==> config.mk <==
export PLATFORM = sky130hd
export DESIGN_NAME = wb_uart_tx
export DESIGN_NICKNAME = d
export VERILOG_FILES = /design/src/logic/uart_pkg.sv /design/src/logic/uart_tx_engine.sv /design/src/logic/uart_tx_fifo.sv /design/src/logic/wb_uart_tx.sv
export SDC_FILE = /design/constraint.sdc
export NUM_CORES = 2
export LEC_CHECK = 0
export BUFFER_PORTS_ARGS = -buffer_cell sky130_fd_sc_hd__buf_2
export CORE_ASPECT_RATIO = 0.9
export CORE_UTILIZATION = 50
export CTS_CLUSTER_DIAMETER = 60
export CTS_CLUSTER_SIZE = 24
export DETAILED_ROUTE_END_ITERATION = 10
export GPL_TIMING_DRIVEN = 1
export PLACE_DENSITY_LB_ADDON = 0.25
export SETUP_SLACK_MARGIN = 0.1
export SLEW_MARGIN = 20
export SYNTH_ARGS = -nofsm -noshare
export SYNTH_HDL_FRONTEND = slang
export SYNTH_HIERARCHICAL = 1
export SYNTH_SLANG_ARGS = --single-unit
==> constraint.sdc <==
create_clock -name clk -period 4.7 [get_ports clk]
set_input_delay 0.47 -clock clk [delete_from_list [all_inputs] [get_ports clk]]
set_output_delay 0.47 -clock clk [all_outputs]
set_load 0.05 [all_outputs]
==> src/logic/uart_pkg.sv <==
// ~~~~~~~~~~~~~~~~~~~~~~~~~~~~~~~~~~~~~~~~~~~~~~~~~~~~~~~~~~~~~~~~~~~~~~
// Frame constants and transmit state encoding for the UART transmitter.
// Referenced by scoped name from the RTL and the testbench.
// ~~~~~~~~~~~~~~~~~~~~~~~~~~~~~~~~~~~~~~~~~~~~~~~~~~~~~~~~~~~~~~~~~~~~~~
package uart_pkg;

    // a frame is one start bit, the data bits lsb first and one stop bit.
    localparam int DATA_WIDTH = 8;                  // data bits per frame.
    localparam int FRAME_BITS = DATA_WIDTH + 2;     // start + data + stop.

    // serializer states, one per section of the frame.
    typedef enum logic [1:0] {
        TX_IDLE  = 2'd0,                            // line high, waiting for a byte.
        TX_START = 2'd1,                            // driving the low start bit.
        TX_DATA  = 2'd2,                            // shifting out data bits.
        TX_STOP  = 2'd3                             // holding the high stop bit.
    } tx_state_e;

endpackage

==> src/logic/uart_tx_engine.sv <==
// ~~~~~~~~~~~~~~~~~~~~~~~~~~~~~~~~~~~~~~~~~~~~~~~~~~~~~~~~~~~~~~~~~~~~~~
// Frame serializer that pops bytes from the FIFO and drives the serial line.
// Every bit is held for prescaler_i + 1 clock cycles.
// ~~~~~~~~~~~~~~~~~~~~~~~~~~~~~~~~~~~~~~~~~~~~~~~~~~~~~~~~~~~~~~~~~~~~~~
`timescale 1ns/1ps

module uart_tx_engine #(
    parameter int PRESCALER_WIDTH = 12
) (
    input  logic                            clk,
    input  logic                            rst_n_i,
    input  logic [PRESCALER_WIDTH-1:0]      prescaler_i,    // cycles per bit minus one.
    input  logic                            ready_i,        // FIFO holds a byte.
    input  logic [uart_pkg::DATA_WIDTH-1:0] data_i,         // FIFO head.
    output logic                            pop_o,
    output logic                            tx_o
);

    localparam int IDX_W = $clog2(uart_pkg::DATA_WIDTH);
    localparam logic [IDX_W-1:0] LAST_BIT = IDX_W'(uart_pkg::DATA_WIDTH - 1);

    uart_pkg::tx_state_e             state_q;
    logic [PRESCALER_WIDTH-1:0]      bit_cnt_q;             // cycles left in this bit.
    logic [uart_pkg::DATA_WIDTH-1:0] shift_q;
    logic [IDX_W-1:0]                bit_idx_q;
    logic                            tx_q;
    logic                            bit_done;
    logic                            frame_free;
    logic                            shift_en;

    assign bit_done = (bit_cnt_q == '0);

    // The last stop cycle can launch the next frame directly, so queued
    // bytes go out back to back with no extra idle cycle in between.
    assign frame_free = (state_q == uart_pkg::TX_IDLE) ||
                        (state_q == uart_pkg::TX_STOP && bit_done);
    assign pop_o      = frame_free & ready_i;

    // advance the shift register whenever a new data bit goes on the line.
    assign shift_en = bit_done &&
                      ((state_q == uart_pkg::TX_START) ||
                       (state_q == uart_pkg::TX_DATA && bit_idx_q != LAST_BIT));

    assign tx_o = tx_q;

    // bit 0 of the byte being serialized is always the next one out.
    always_ff @(posedge clk) begin
        if (pop_o) begin
            shift_q <= data_i;
        end else if (shift_en) begin
            shift_q <= {1'b0, shift_q[uart_pkg::DATA_WIDTH-1:1]};
        end
    end

    always_ff @(posedge clk) begin
        if (!rst_n_i) begin
            state_q   <= uart_pkg::TX_IDLE;
            bit_cnt_q <= '0;
            bit_idx_q <= '0;
            tx_q      <= 1'b1;                              // line idles high.
        end else begin
            case (state_q)
                uart_pkg::TX_IDLE: begin
                    if (pop_o) begin
                        state_q   <= uart_pkg::TX_START;
                        bit_cnt_q <= prescaler_i;
                        tx_q      <= 1'b0;                  // start bit.
                    end
                end

                uart_pkg::TX_START: begin
                    if (bit_done) begin
                        state_q   <= uart_pkg::TX_DATA;
                        bit_cnt_q <= prescaler_i;
                        bit_idx_q <= '0;
                        tx_q      <= shift_q[0];            // lsb first.
                    end else begin
                        bit_cnt_q <= bit_cnt_q - 1'b1;
                    end
                end

                uart_pkg::TX_DATA: begin
                    if (bit_done) begin
                        bit_cnt_q <= prescaler_i;
                        if (bit_idx_q == LAST_BIT) begin
                            state_q <= uart_pkg::TX_STOP;
                            tx_q    <= 1'b1;                // stop bit.
                        end else begin
                            bit_idx_q <= bit_idx_q + 1'b1;
                            tx_q      <= shift_q[0];
                        end
                    end else begin
                        bit_cnt_q <= bit_cnt_q - 1'b1;
                    end
                end

                uart_pkg::TX_STOP: begin
                    if (bit_done) begin
                        if (pop_o) begin
                            state_q   <= uart_pkg::TX_START;
                            bit_cnt_q <= prescaler_i;
                            tx_q      <= 1'b0;
                        end else begin
                            state_q <= uart_pkg::TX_IDLE;
                        end
                    end else begin
                        bit_cnt_q <= bit_cnt_q - 1'b1;
                    end
                end

                default: begin
                    state_q <= uart_pkg::TX_IDLE;
                    tx_q    <= 1'b1;
                end
            endcase
        end
    end

endmodule

==> src/logic/uart_tx_fifo.sv <==
// ~~~~~~~~~~~~~~~~~~~~~~~~~~~~~~~~~~~~~~~~~~~~~~~~~~~~~~~~~~~~~~~~~~~~~~
// Synchronous first-word fall-through FIFO for queued transmit bytes.
// Reports its fill level and can be flushed in a single cycle.
// ~~~~~~~~~~~~~~~~~~~~~~~~~~~~~~~~~~~~~~~~~~~~~~~~~~~~~~~~~~~~~~~~~~~~~~
`timescale 1ns/1ps

module uart_tx_fifo #(
    parameter int BUFFER = 256                              // depth, power of two.
) (
    input  logic                            clk,
    input  logic                            rst_n_i,
    input  logic                            clear_i,        // flush all entries.
    input  logic                            push_i,
    input  logic [uart_pkg::DATA_WIDTH-1:0] push_data_i,
    input  logic                            pop_i,
    output logic [uart_pkg::DATA_WIDTH-1:0] pop_data_o,     // head entry when not empty.
    output logic                            empty_o,
    output logic                            full_o,
    output logic [$clog2(BUFFER):0]         count_o
);

    localparam int PTR_W = $clog2(BUFFER);
    localparam logic [PTR_W:0] FULL_COUNT = (PTR_W + 1)'(BUFFER);

    logic [uart_pkg::DATA_WIDTH-1:0] mem [BUFFER];
    logic [PTR_W-1:0]                wr_ptr_q;
    logic [PTR_W-1:0]                rd_ptr_q;
    logic [PTR_W:0]                  count_q;
    logic                            do_push;
    logic                            do_pop;

    // a flush wins over a push in the same cycle.
    assign do_push = push_i & ~full_o & ~clear_i;
    assign do_pop  = pop_i & ~empty_o;

    assign empty_o    = (count_q == '0);
    assign full_o     = (count_q == FULL_COUNT);
    assign count_o    = count_q;
    assign pop_data_o = mem[rd_ptr_q];                      // fall-through read.

    // storage array.
    always_ff @(posedge clk) begin
        if (do_push) begin
            mem[wr_ptr_q] <= push_data_i;
        end
    end

    // pointers wrap naturally since the depth is a power of two.
    always_ff @(posedge clk) begin
        if (!rst_n_i) begin
            wr_ptr_q <= '0;
            rd_ptr_q <= '0;
        end else if (clear_i) begin
            wr_ptr_q <= '0;
            rd_ptr_q <= '0;
        end else begin
            if (do_push) begin
                wr_ptr_q <= wr_ptr_q + 1'b1;
            end
            if (do_pop) begin
                rd_ptr_q <= rd_ptr_q + 1'b1;
            end
        end
    end

    // occupancy tracking.
    always_ff @(posedge clk) begin
        if (!rst_n_i) begin
            count_q <= '0;
        end else if (clear_i) begin
            count_q <= '0;
        end else begin
            case ({do_push, do_pop})
                2'b10:   count_q <= count_q + 1'b1;
                2'b01:   count_q <= count_q - 1'b1;
                default: count_q <= count_q;        // idle, or push and pop together.
            endcase
        end
    end

endmodule

==> src/logic/wb_uart_tx.sv <==
// ~~~~~~~~~~~~~~~~~~~~~~~~~~~~~~~~~~~~~~~~~~~~~~~~~~~~~~~~~~~~~~~~~~~~~~
// Transmit-only UART with a write buffer behind a Wishbone-style port.
// BUFFER and PRESCALER_WIDTH are set here and passed to the submodules.
// ~~~~~~~~~~~~~~~~~~~~~~~~~~~~~~~~~~~~~~~~~~~~~~~~~~~~~~~~~~~~~~~~~~~~~~
`timescale 1ns/1ps

module wb_uart_tx #(
    parameter int BUFFER          = 256,                    // FIFO depth, power of two.
    parameter int PRESCALER_WIDTH = 12
) (
    input  logic                            clk,
    input  logic                            rst_n_i,
    input  logic [PRESCALER_WIDTH-1:0]      prescaler_i,    // bit period minus one.
    input  logic                            clear_i,        // flush queued bytes.
    input  logic [uart_pkg::DATA_WIDTH-1:0] dat_i,
    input  logic                            we_i,
    input  logic                            stb_i,
    output logic                            ack_o,
    output logic [$clog2(BUFFER):0]         size_o,         // bytes waiting.
    output logic                            tx_o            // serial line.
);

    logic                            fifo_push;
    logic                            fifo_pop;
    logic                            fifo_full;
    logic                            fifo_empty;
    logic [uart_pkg::DATA_WIDTH-1:0] fifo_data;

    // zero-latency acknowledge, held off while the buffer is full.
    assign ack_o     = stb_i & we_i & ~fifo_full;
    assign fifo_push = ack_o;                               // accepted write is stored.

    uart_tx_fifo #(
        .BUFFER(BUFFER)
    ) u_fifo (
        .clk         (clk),
        .rst_n_i     (rst_n_i),
        .clear_i     (clear_i),
        .push_i      (fifo_push),
        .push_data_i (dat_i),
        .pop_i       (fifo_pop),
        .pop_data_o  (fifo_data),
        .empty_o     (fifo_empty),
        .full_o      (fifo_full),
        .count_o     (size_o)
    );

    uart_tx_engine #(
        .PRESCALER_WIDTH(PRESCALER_WIDTH)
    ) u_engine (
        .clk         (clk),
        .rst_n_i     (rst_n_i),
        .prescaler_i (prescaler_i),
        .ready_i     (~fifo_empty),
        .data_i      (fifo_data),
        .pop_o       (fifo_pop),
        .tx_o        (tx_o)
    );

endmodule
Word-level counts from Yosys, hierarchy flattened

Memory sizes are Yosys's and may differ from the RTL's. A register that Yosys moved wholly into a read port is not among the register bits.
Index checks and enable logic that the tools add are counted.

Memories kept: 1
Bits in registers: 51
RAM bits: 2048
Output and inout bits: 11

Memories:

| memory     | words | bits a word | rd ports | clocked after Yosys merged registers in | wr ports | line               | text |
|---|---|---|---|---|---|---|---|
| u_fifo.mem | 256   | 8           | 1        | 1                                       | 1        | uart_tx_fifo.sv:25 | `logic [uart_pkg::DATA_WIDTH-1:0] mem [BUFFER];` |

Bitwise logic cells: 10
Mux-type cells: 28
Eq/ne operators: 14
Reduce and logical (&&, ||, !) cells: 16
Add/subtract/negate cells: 6

Operators by type and width:

| cell                  | number |
|---|---|
| $mux 12               | 3 |
| $pmux 12 s3           | 1 |
| $mux 8                | 4 |
| $pmux 9 s2            | 1 |
| $add 8x1->8 const B   | 2 |
| $logic_not 12->1      | 1 |
| $sub 12x1->12 const B | 1 |
| $mux 2                | 5 |
| $add 9x1->9 const B   | 1 |
| $eq 9x9->1 const B    | 1 |
| $logic_not 9->1       | 1 |
| $mux 3                | 3 |
| $sub 9x1->9 const B   | 1 |
| $mux 1                | 8 |
| $pmux 2 s4            | 1 |
| $and 1x1->1           | 6 |
| $eq 2x2->1 const B    | 3 |
| $ne 2x1->1 const B    | 3 |
| $ne 2x2->1 const B    | 3 |
| $pmux 3 s2            | 1 |
| $reduce_bool 2->1     | 3 |
| $reduce_and 5->1      | 1 |
| $eq 2x1->1 const B    | 2 |
| $not 1->1             | 4 |
| 10 further kinds      | 14 |

Depth between registers and ports, before layout

Depth in word-level cells: 7
Depth in mapped cells: 19

By module

The synthesis kept the hierarchy.

By module, submodules not included:

| module         | area each (µm²) | sequential area each (µm²) | times used | cells each |
|---|---|---|---|---|
| uart_tx_fifo   | 81109.0         | 62159.6                    | 1          | 3852 |
| uart_tx_engine | 1655.3          | 600.6                      | 1          | 178 |
| wb_uart_tx     | 12.5            | 0.0                        | 1          | 2 |

Worst setup path after synthesis

OpenSTA, ideal clock, no wires.

Path kind: register to register
Start: register u_fifo.count_q[3], in the netlist u_fifo/count_o[3]
End: register u_fifo.count_q[8], in the netlist u_fifo/count_o[8]
Path slack: -34 ps
Path buffers: 3
Data arrival time: 4613 ps
Clock period less this slack: 4734 ps
Stages on the path, launching flop included: 19
Cells stage by stage: dfxtp_1 buf_2 or3_1 nor4_1 and3b_1 o41ai_4 nor2_2 buf_6 inv_1 ha_1 buf_2 xor2_1 ha_1 a2111oi_0 o21bai_1 a31oi_1 a32oi_1 o2bb2ai_1 mux2_2

Longest elaborated chain between the ends: 7
Elaborated cells on any way between the ends: 15
Classes of those cells: 2 x add/sub; 3 x eq/ne; 1 x mux; 7 x bitwise; 2 x reduce/logical

Ends and longest elaborated chain:

| item                                                   | line               | text |
|---|---|---|
| start: declaration                                     | uart_tx_fifo.sv:28 | `logic [PTR_W:0] count_q;` |
| start signal: assignment                               | uart_tx_fifo.sv:74 | `2'b10: count_q <= count_q + 1'b1;` |
| start signal: assignment                               | uart_tx_fifo.sv:75 | `2'b01: count_q <= count_q - 1'b1;` |
| start signal: assignment                               | uart_tx_fifo.sv:76 | `default: count_q <= count_q;` |
| $eq 9x9->1 (*)                                         | uart_tx_fifo.sv:37 | `assign full_o = (count_q == FULL_COUNT);` |
| via fifo_full                                          | wb_uart_tx.sv:25   | `logic fifo_full;` |
| $not 1->1 (*)                                          | wb_uart_tx.sv:30   | `assign ack_o = stb_i & we_i & ~fifo_full;` |
| $and 1x1->1 (*)                                        | wb_uart_tx.sv:30   |  |
| via ack_o                                              | wb_uart_tx.sv:18   | `output logic ack_o,` |
| $and 1x1->1 (*) (2 in a row)                           | uart_tx_fifo.sv:33 | `assign do_push = push_i & ~full_o & ~clear_i;` |
| $eq 2x1->1 / $eq 2x2->1 (equally long branches)        | uart_tx_fifo.sv:73 | `case ({do_push, do_pop})` |
| $pmux 9 s2 / $reduce_bool 2->1 (equally long branches) | --                 |  |

The timed path passes the listed nets; every way through them passes the cells marked *.
A chain may end at the register's enable or synchronous reset.

Worst setup path after layout

Start: register u_fifo.count_q[2], in the netlist u_fifo/count_o[2]
End: register u_fifo.count_q[8], in the netlist u_fifo/count_o[8]

Elaborated cells on any way between the ends: 15
Classes of those cells: 2 x add/sub; 3 x eq/ne; 1 x mux; 7 x bitwise; 2 x reduce/logical

RTL lines:

| item                                                   | line                 | text |
|---|---|---|
| $logic_not 9->1 (*)                                    | uart_tx_fifo.sv:36   | `assign empty_o = (count_q == '0);` |
| via fifo_empty                                         | wb_uart_tx.sv:26     | `logic fifo_empty;` |
| $not 1->1 (*)                                          | wb_uart_tx.sv:54     | `.ready_i (~fifo_empty),` |
| $and 1x1->1 (*)                                        | uart_tx_engine.sv:37 | `assign pop_o = frame_free & ready_i;` |
| via fifo_pop                                           | wb_uart_tx.sv:24     | `logic fifo_pop;` |
| $and 1x1->1 (*)                                        | uart_tx_fifo.sv:34   | `assign do_pop = pop_i & ~empty_o;` |
| $eq 2x1->1 / $eq 2x2->1 (equally long branches)        | uart_tx_fifo.sv:73   |  |
| $pmux 9 s2 / $reduce_bool 2->1 (equally long branches) | --                   |  |

Marked as above.

==> flow_summary_export.csv <==
group,metric,value,unit
power_and_ir_drop,p_comb_frac,0.023,
route,wl_met2,90250,um
timing,fin_ws,0.4848,ns
route,wl,195600,um
global_route,grt_pass1_vias,39452,
job,drv_cap,0,
route,wl_met1,82250,um
route,drcViolationCount,0,
placed_design,placement.io_buffers,35,
power_and_ir_drop,power.density,377.5,nW/um2
worst_setup_path,r2r_start,"u_fifo/count_o[2]",
synthesis,ys_top_cells_by_count,"edfxtp_1, mux4_2, nor2_1",
power_and_ir_drop,switchingPower,0.007119,W
power_and_ir_drop,internal_power,0.02699,W
clock_tree,cts_num_sinks,2107,
timing,worst_hold_slack,0.1018,ns
min_path,min_path_cells,4,
global_route,antenna_found_initial,12,
synthesis,synth_top_area_frac,0.7459,
synthesis,yosys_register_bits,2107,
worst_setup_path,worst_setup_path_start_kind,"flip-flop",
floorplan,initial_core_util,0.5040,
clock_tree,ctsRootBufferMaster,"clkbuf_16",
clock_tree,htreeDepth,4,
route,via_per_inst,6.302,
floorplan,rows,141,
final_layout,multi_input_area,18400,um2
worst_setup_path,rrSetupSlack,0.48,ns
placed_design,pre_cts_ws,0.5792,ns
timing,fmax,0.2372,GHz
worst_setup_path,reg2reg_depth,15,
timing,finalCritPeriodShare,0.8969,
synthesis,yosys_warnings,6,
timing,final-setup-viol-count,0,
synthesis,synthFlopType,"edfxtp_1",
global_route,grt_pass1_wl,283400,um
synthesis,yosysSeqAreaShare,0.7582,
timing,slew_viol_final,0,
floorplan,die_width,430.9,um
final_layout,design_area,90350,um2
final_layout,fin_nets,4154,
route,met3_length,18170,um
worst_setup_path,critPathMaxFanout,14,
clock_tree,cts.path.max_buffers,3,
placed_design,place_hpwl,121500,um
worst_setup_path,worstSetupPathType,"reg2reg",
clock_tree,cts_tree,"yes",
timing,post-route-min-period,4.215,ns
floorplan,fp.dieH,388.0,um
timing,rsz0062_at_grt,"no",
synthesis,syn_nets,4074,
outcome,status,"completed",
power_and_ir_drop,irDropWorstVdd,0.3219,mV
final_layout,seqCellArea,62780,um2
synthesis,synth_most_common_cell,"edfxtp_1",
min_path,hold_path.startpoint,"prescaler_i[11]",
power_and_ir_drop,swShare,0.2087,
final_layout,num_antenna_cells,0,
clock_tree,postCtsSetupBuffers,0,
timing,skew,0.04402,ns
synthesis,syn_avg_cell_area,20.53,um2
final_layout,syn2layout_area_growth,9.143,%
route,ant_nets,0,
global_route,grt_max_degree,133,
final_layout,fill_cells,12310,
synthesis,postSynthCellCount,4032,
synthesis,yosys.cell_types.count,86,
route,wire_per_inst,30.45,um
worst_setup_path,rr_endpoint,"u_fifo/count_o[8]",
final_layout,drive_gt1_frac,0.2190,
min_path,min_to,"u_engine/bit_cnt_q[11]",
worst_setup_path,cp_data_arrival_time,4.90,ns
power_and_ir_drop,p_seq_frac,0.605,
min_path,hp-class,"in2reg",
worst_setup_path,cp.required,5.38,ns
route,drt_pass1_iterations,6,
synthesis,syn_area,82780,um2
power_and_ir_drop,p_leak,26.80,nW
timing,worstMarginPinSlew,1.157,ns
synthesis,async_flop_share,0,
route,initialDrtViolationCount,5420,
floorplan,die-area,167200,um2
clock_tree,clk_latency,0.80,ns
global_route,overflow,0,
synthesis,synthTopCellsByArea,"edfxtp_1, mux4_2, mux2i_1, nor2_1, dfxtp_1",
power_and_ir_drop,clockPowerShare,0.372,
timing,hold_viol,0,
route,top_layer,"met5",
placed_design,placed_area,85710,um2
floorplan,core,164200,um2
worst_setup_path,startpoint,"u_fifo/count_o[2]",
clock_tree,numCtsBuffers,132,
clock_tree,clkTransAtPathRegs,0.08,ns
global_route,grtUsageTotal,0.2355,
worst_setup_path,end_kind,"flip-flop",
placed_design,gp_congestion,0.8824,
timing,max_slew_margin,0.2284,
synthesis,synth_edf_count,2056,
final_layout,final_cells,6426,
floorplan,ioPinCount,36,
route,vias,40498,
placed_design,dp_cells,6182,
synthesis,yosysTopAreaCell,"edfxtp_1",
timing,fin_tns_setup,0,ns
through the flow:
stage               power, W    util
finish               0.03411  0.5501
global route         0.03501  0.5501
CTS                  0.03433  0.5500
detailed placement   0.02186  0.5219
global placement     0.02184  0.5219
floorplan            0.02142       -
kinds of logic after synthesis:
| kind of cell | synth area share |
|---|---|
| buffers and inverters | 0.01995 |
| AO/OA/AOI/OAI | 0.03369 |
| multiplexers | 0.1507 |
| AND/OR/NAND/NOR | 0.03244 |
| flip-flops | 0.7582 |
| XOR/XNOR | 0.002434 |
| adder cells (fa/ha/maj) | 0.002570 |
area by class of cell:
cell class,instances,area share
Multi-Input combinational cell,1653,0.2037
Clock buffer,151,0.03935
Clock inverter,81,0.01057
Timing Repair Buffer,192,0.01969
Tap cell,2216,0.03069
Inverter,26,0.001108
Sequential cell,2107,0.6949
power by group through the flow:
stage / Sequential (W) / Clock (W) / Combinational [W]
final: 0.0207 / 0.0127 / 0.000786
after global routing: 0.0207 / 0.0135 / 0.000856
after CTS: 0.0206 / 0.0129 / 0.000789
after detailed placement: 0.0211 / 0 / 0.000782
after global placement: 0.0211 / 0 / 0.000759
after floorplan: 0.0211 / 0 / 0.000335
critical path: stages, from the launching register on:
cell       delay, ns
dfxtp_1         0.43
or3_1           0.53
nor4_1          0.32
inv_1           0.14
nand2_1         0.16
o41ai_4         0.09
o41a_1          0.23
ha_1            0.27
xor2_1          0.15
ha_1            0.23
a2111oi_0       0.44
o21bai_1        0.13
a31oi_1         0.30
a32oi_1         0.15
o2bb2ai_1       0.19
mux2_2          0.35
cells in the final DEF, fill, tap and decap left out, types with 12 or more instances in the layout:
| master | netlist | final |
|---|---|---|
| inv_8 | 0 | 12 |
| a221oi_1 | 24 | 24 |
| inv_6 | 0 | 19 |
| nand3_1 | 20 | 19 |
| mux4_2 | 477 | 477 |
| o22ai_1 | 72 | 72 |
| a22oi_1 | 55 | 55 |
| edfxtp_1 | 2056 | 2056 |
| o2bb2ai_1 | 18 | 18 |
| a211oi_1 | 31 | 31 |
| o211ai_1 | 17 | 17 |
| ha_1 | 17 | 17 |
| dlygate4sd3_1 | 0 | 12 |
| inv_1 | 24 | 24 |
| nor4_1 | 15 | 15 |
| clkbuf_16 | 0 | 140 |
| buf_4 | 54 | 119 |
| buf_12 | 0 | 26 |
| xor2_1 | 14 | 14 |
| buf_2 | 67 | 27 |
| a21oi_1 | 51 | 51 |
| nand2_1 | 83 | 83 |
| dfxtp_1 | 51 | 45 |
| mux2i_1 | 162 | 162 |
| nor2_1 | 307 | 306 |
| clkinvlp_4 | 0 | 12 |
| o21ai_0 | 35 | 35 |
| nor3_1 | 33 | 33 |
| nor2b_1 | 29 | 27 |
state kept, by name, summed over array words and instances (netlist names), named ones only:
register / cells
u_fifo/rd_ptr_q: 8
u_fifo/wr_ptr_q: 8
u_engine/state_q: 2
u_fifo/mem: 2048
u_engine/bit_cnt_q: 12
u_engine/shift_q: 8
u_engine/bit_idx_q: 3
u_engine/tx_o: 1
u_fifo/count_o: 9
layer usage:
layer / GRT usage / vias up
li1: - / 16855
met1: 0.3564 / 21570
met2: 0.3512 / 1781
met3: 0.04705 / 284
met4: 0.06354 / 8
met5: 0 / -
timing repair:
item	CTS	global route
hold endpoints to repair	14	0
resized for setup	0	0
hold buffers	12	0
how the worst max path moves through the flow:
stage	to	slack [ns]	cells after the start
2_1_floorplan	u_fifo/count_o[8]	0.18	18
3_3_place_gp	u_fifo/count_o[8]	0.62	15
3_5_place_dp	u_fifo/count_o[8]	0.58	15
4_1_cts	u_fifo/count_o[8]	0.56	15
5_1_grt	u_fifo/count_o[8]	0.27	15
6_report	u_fifo/count_o[8]	0.48	15
Note: power is estimated with default switching activity, not from simulation.
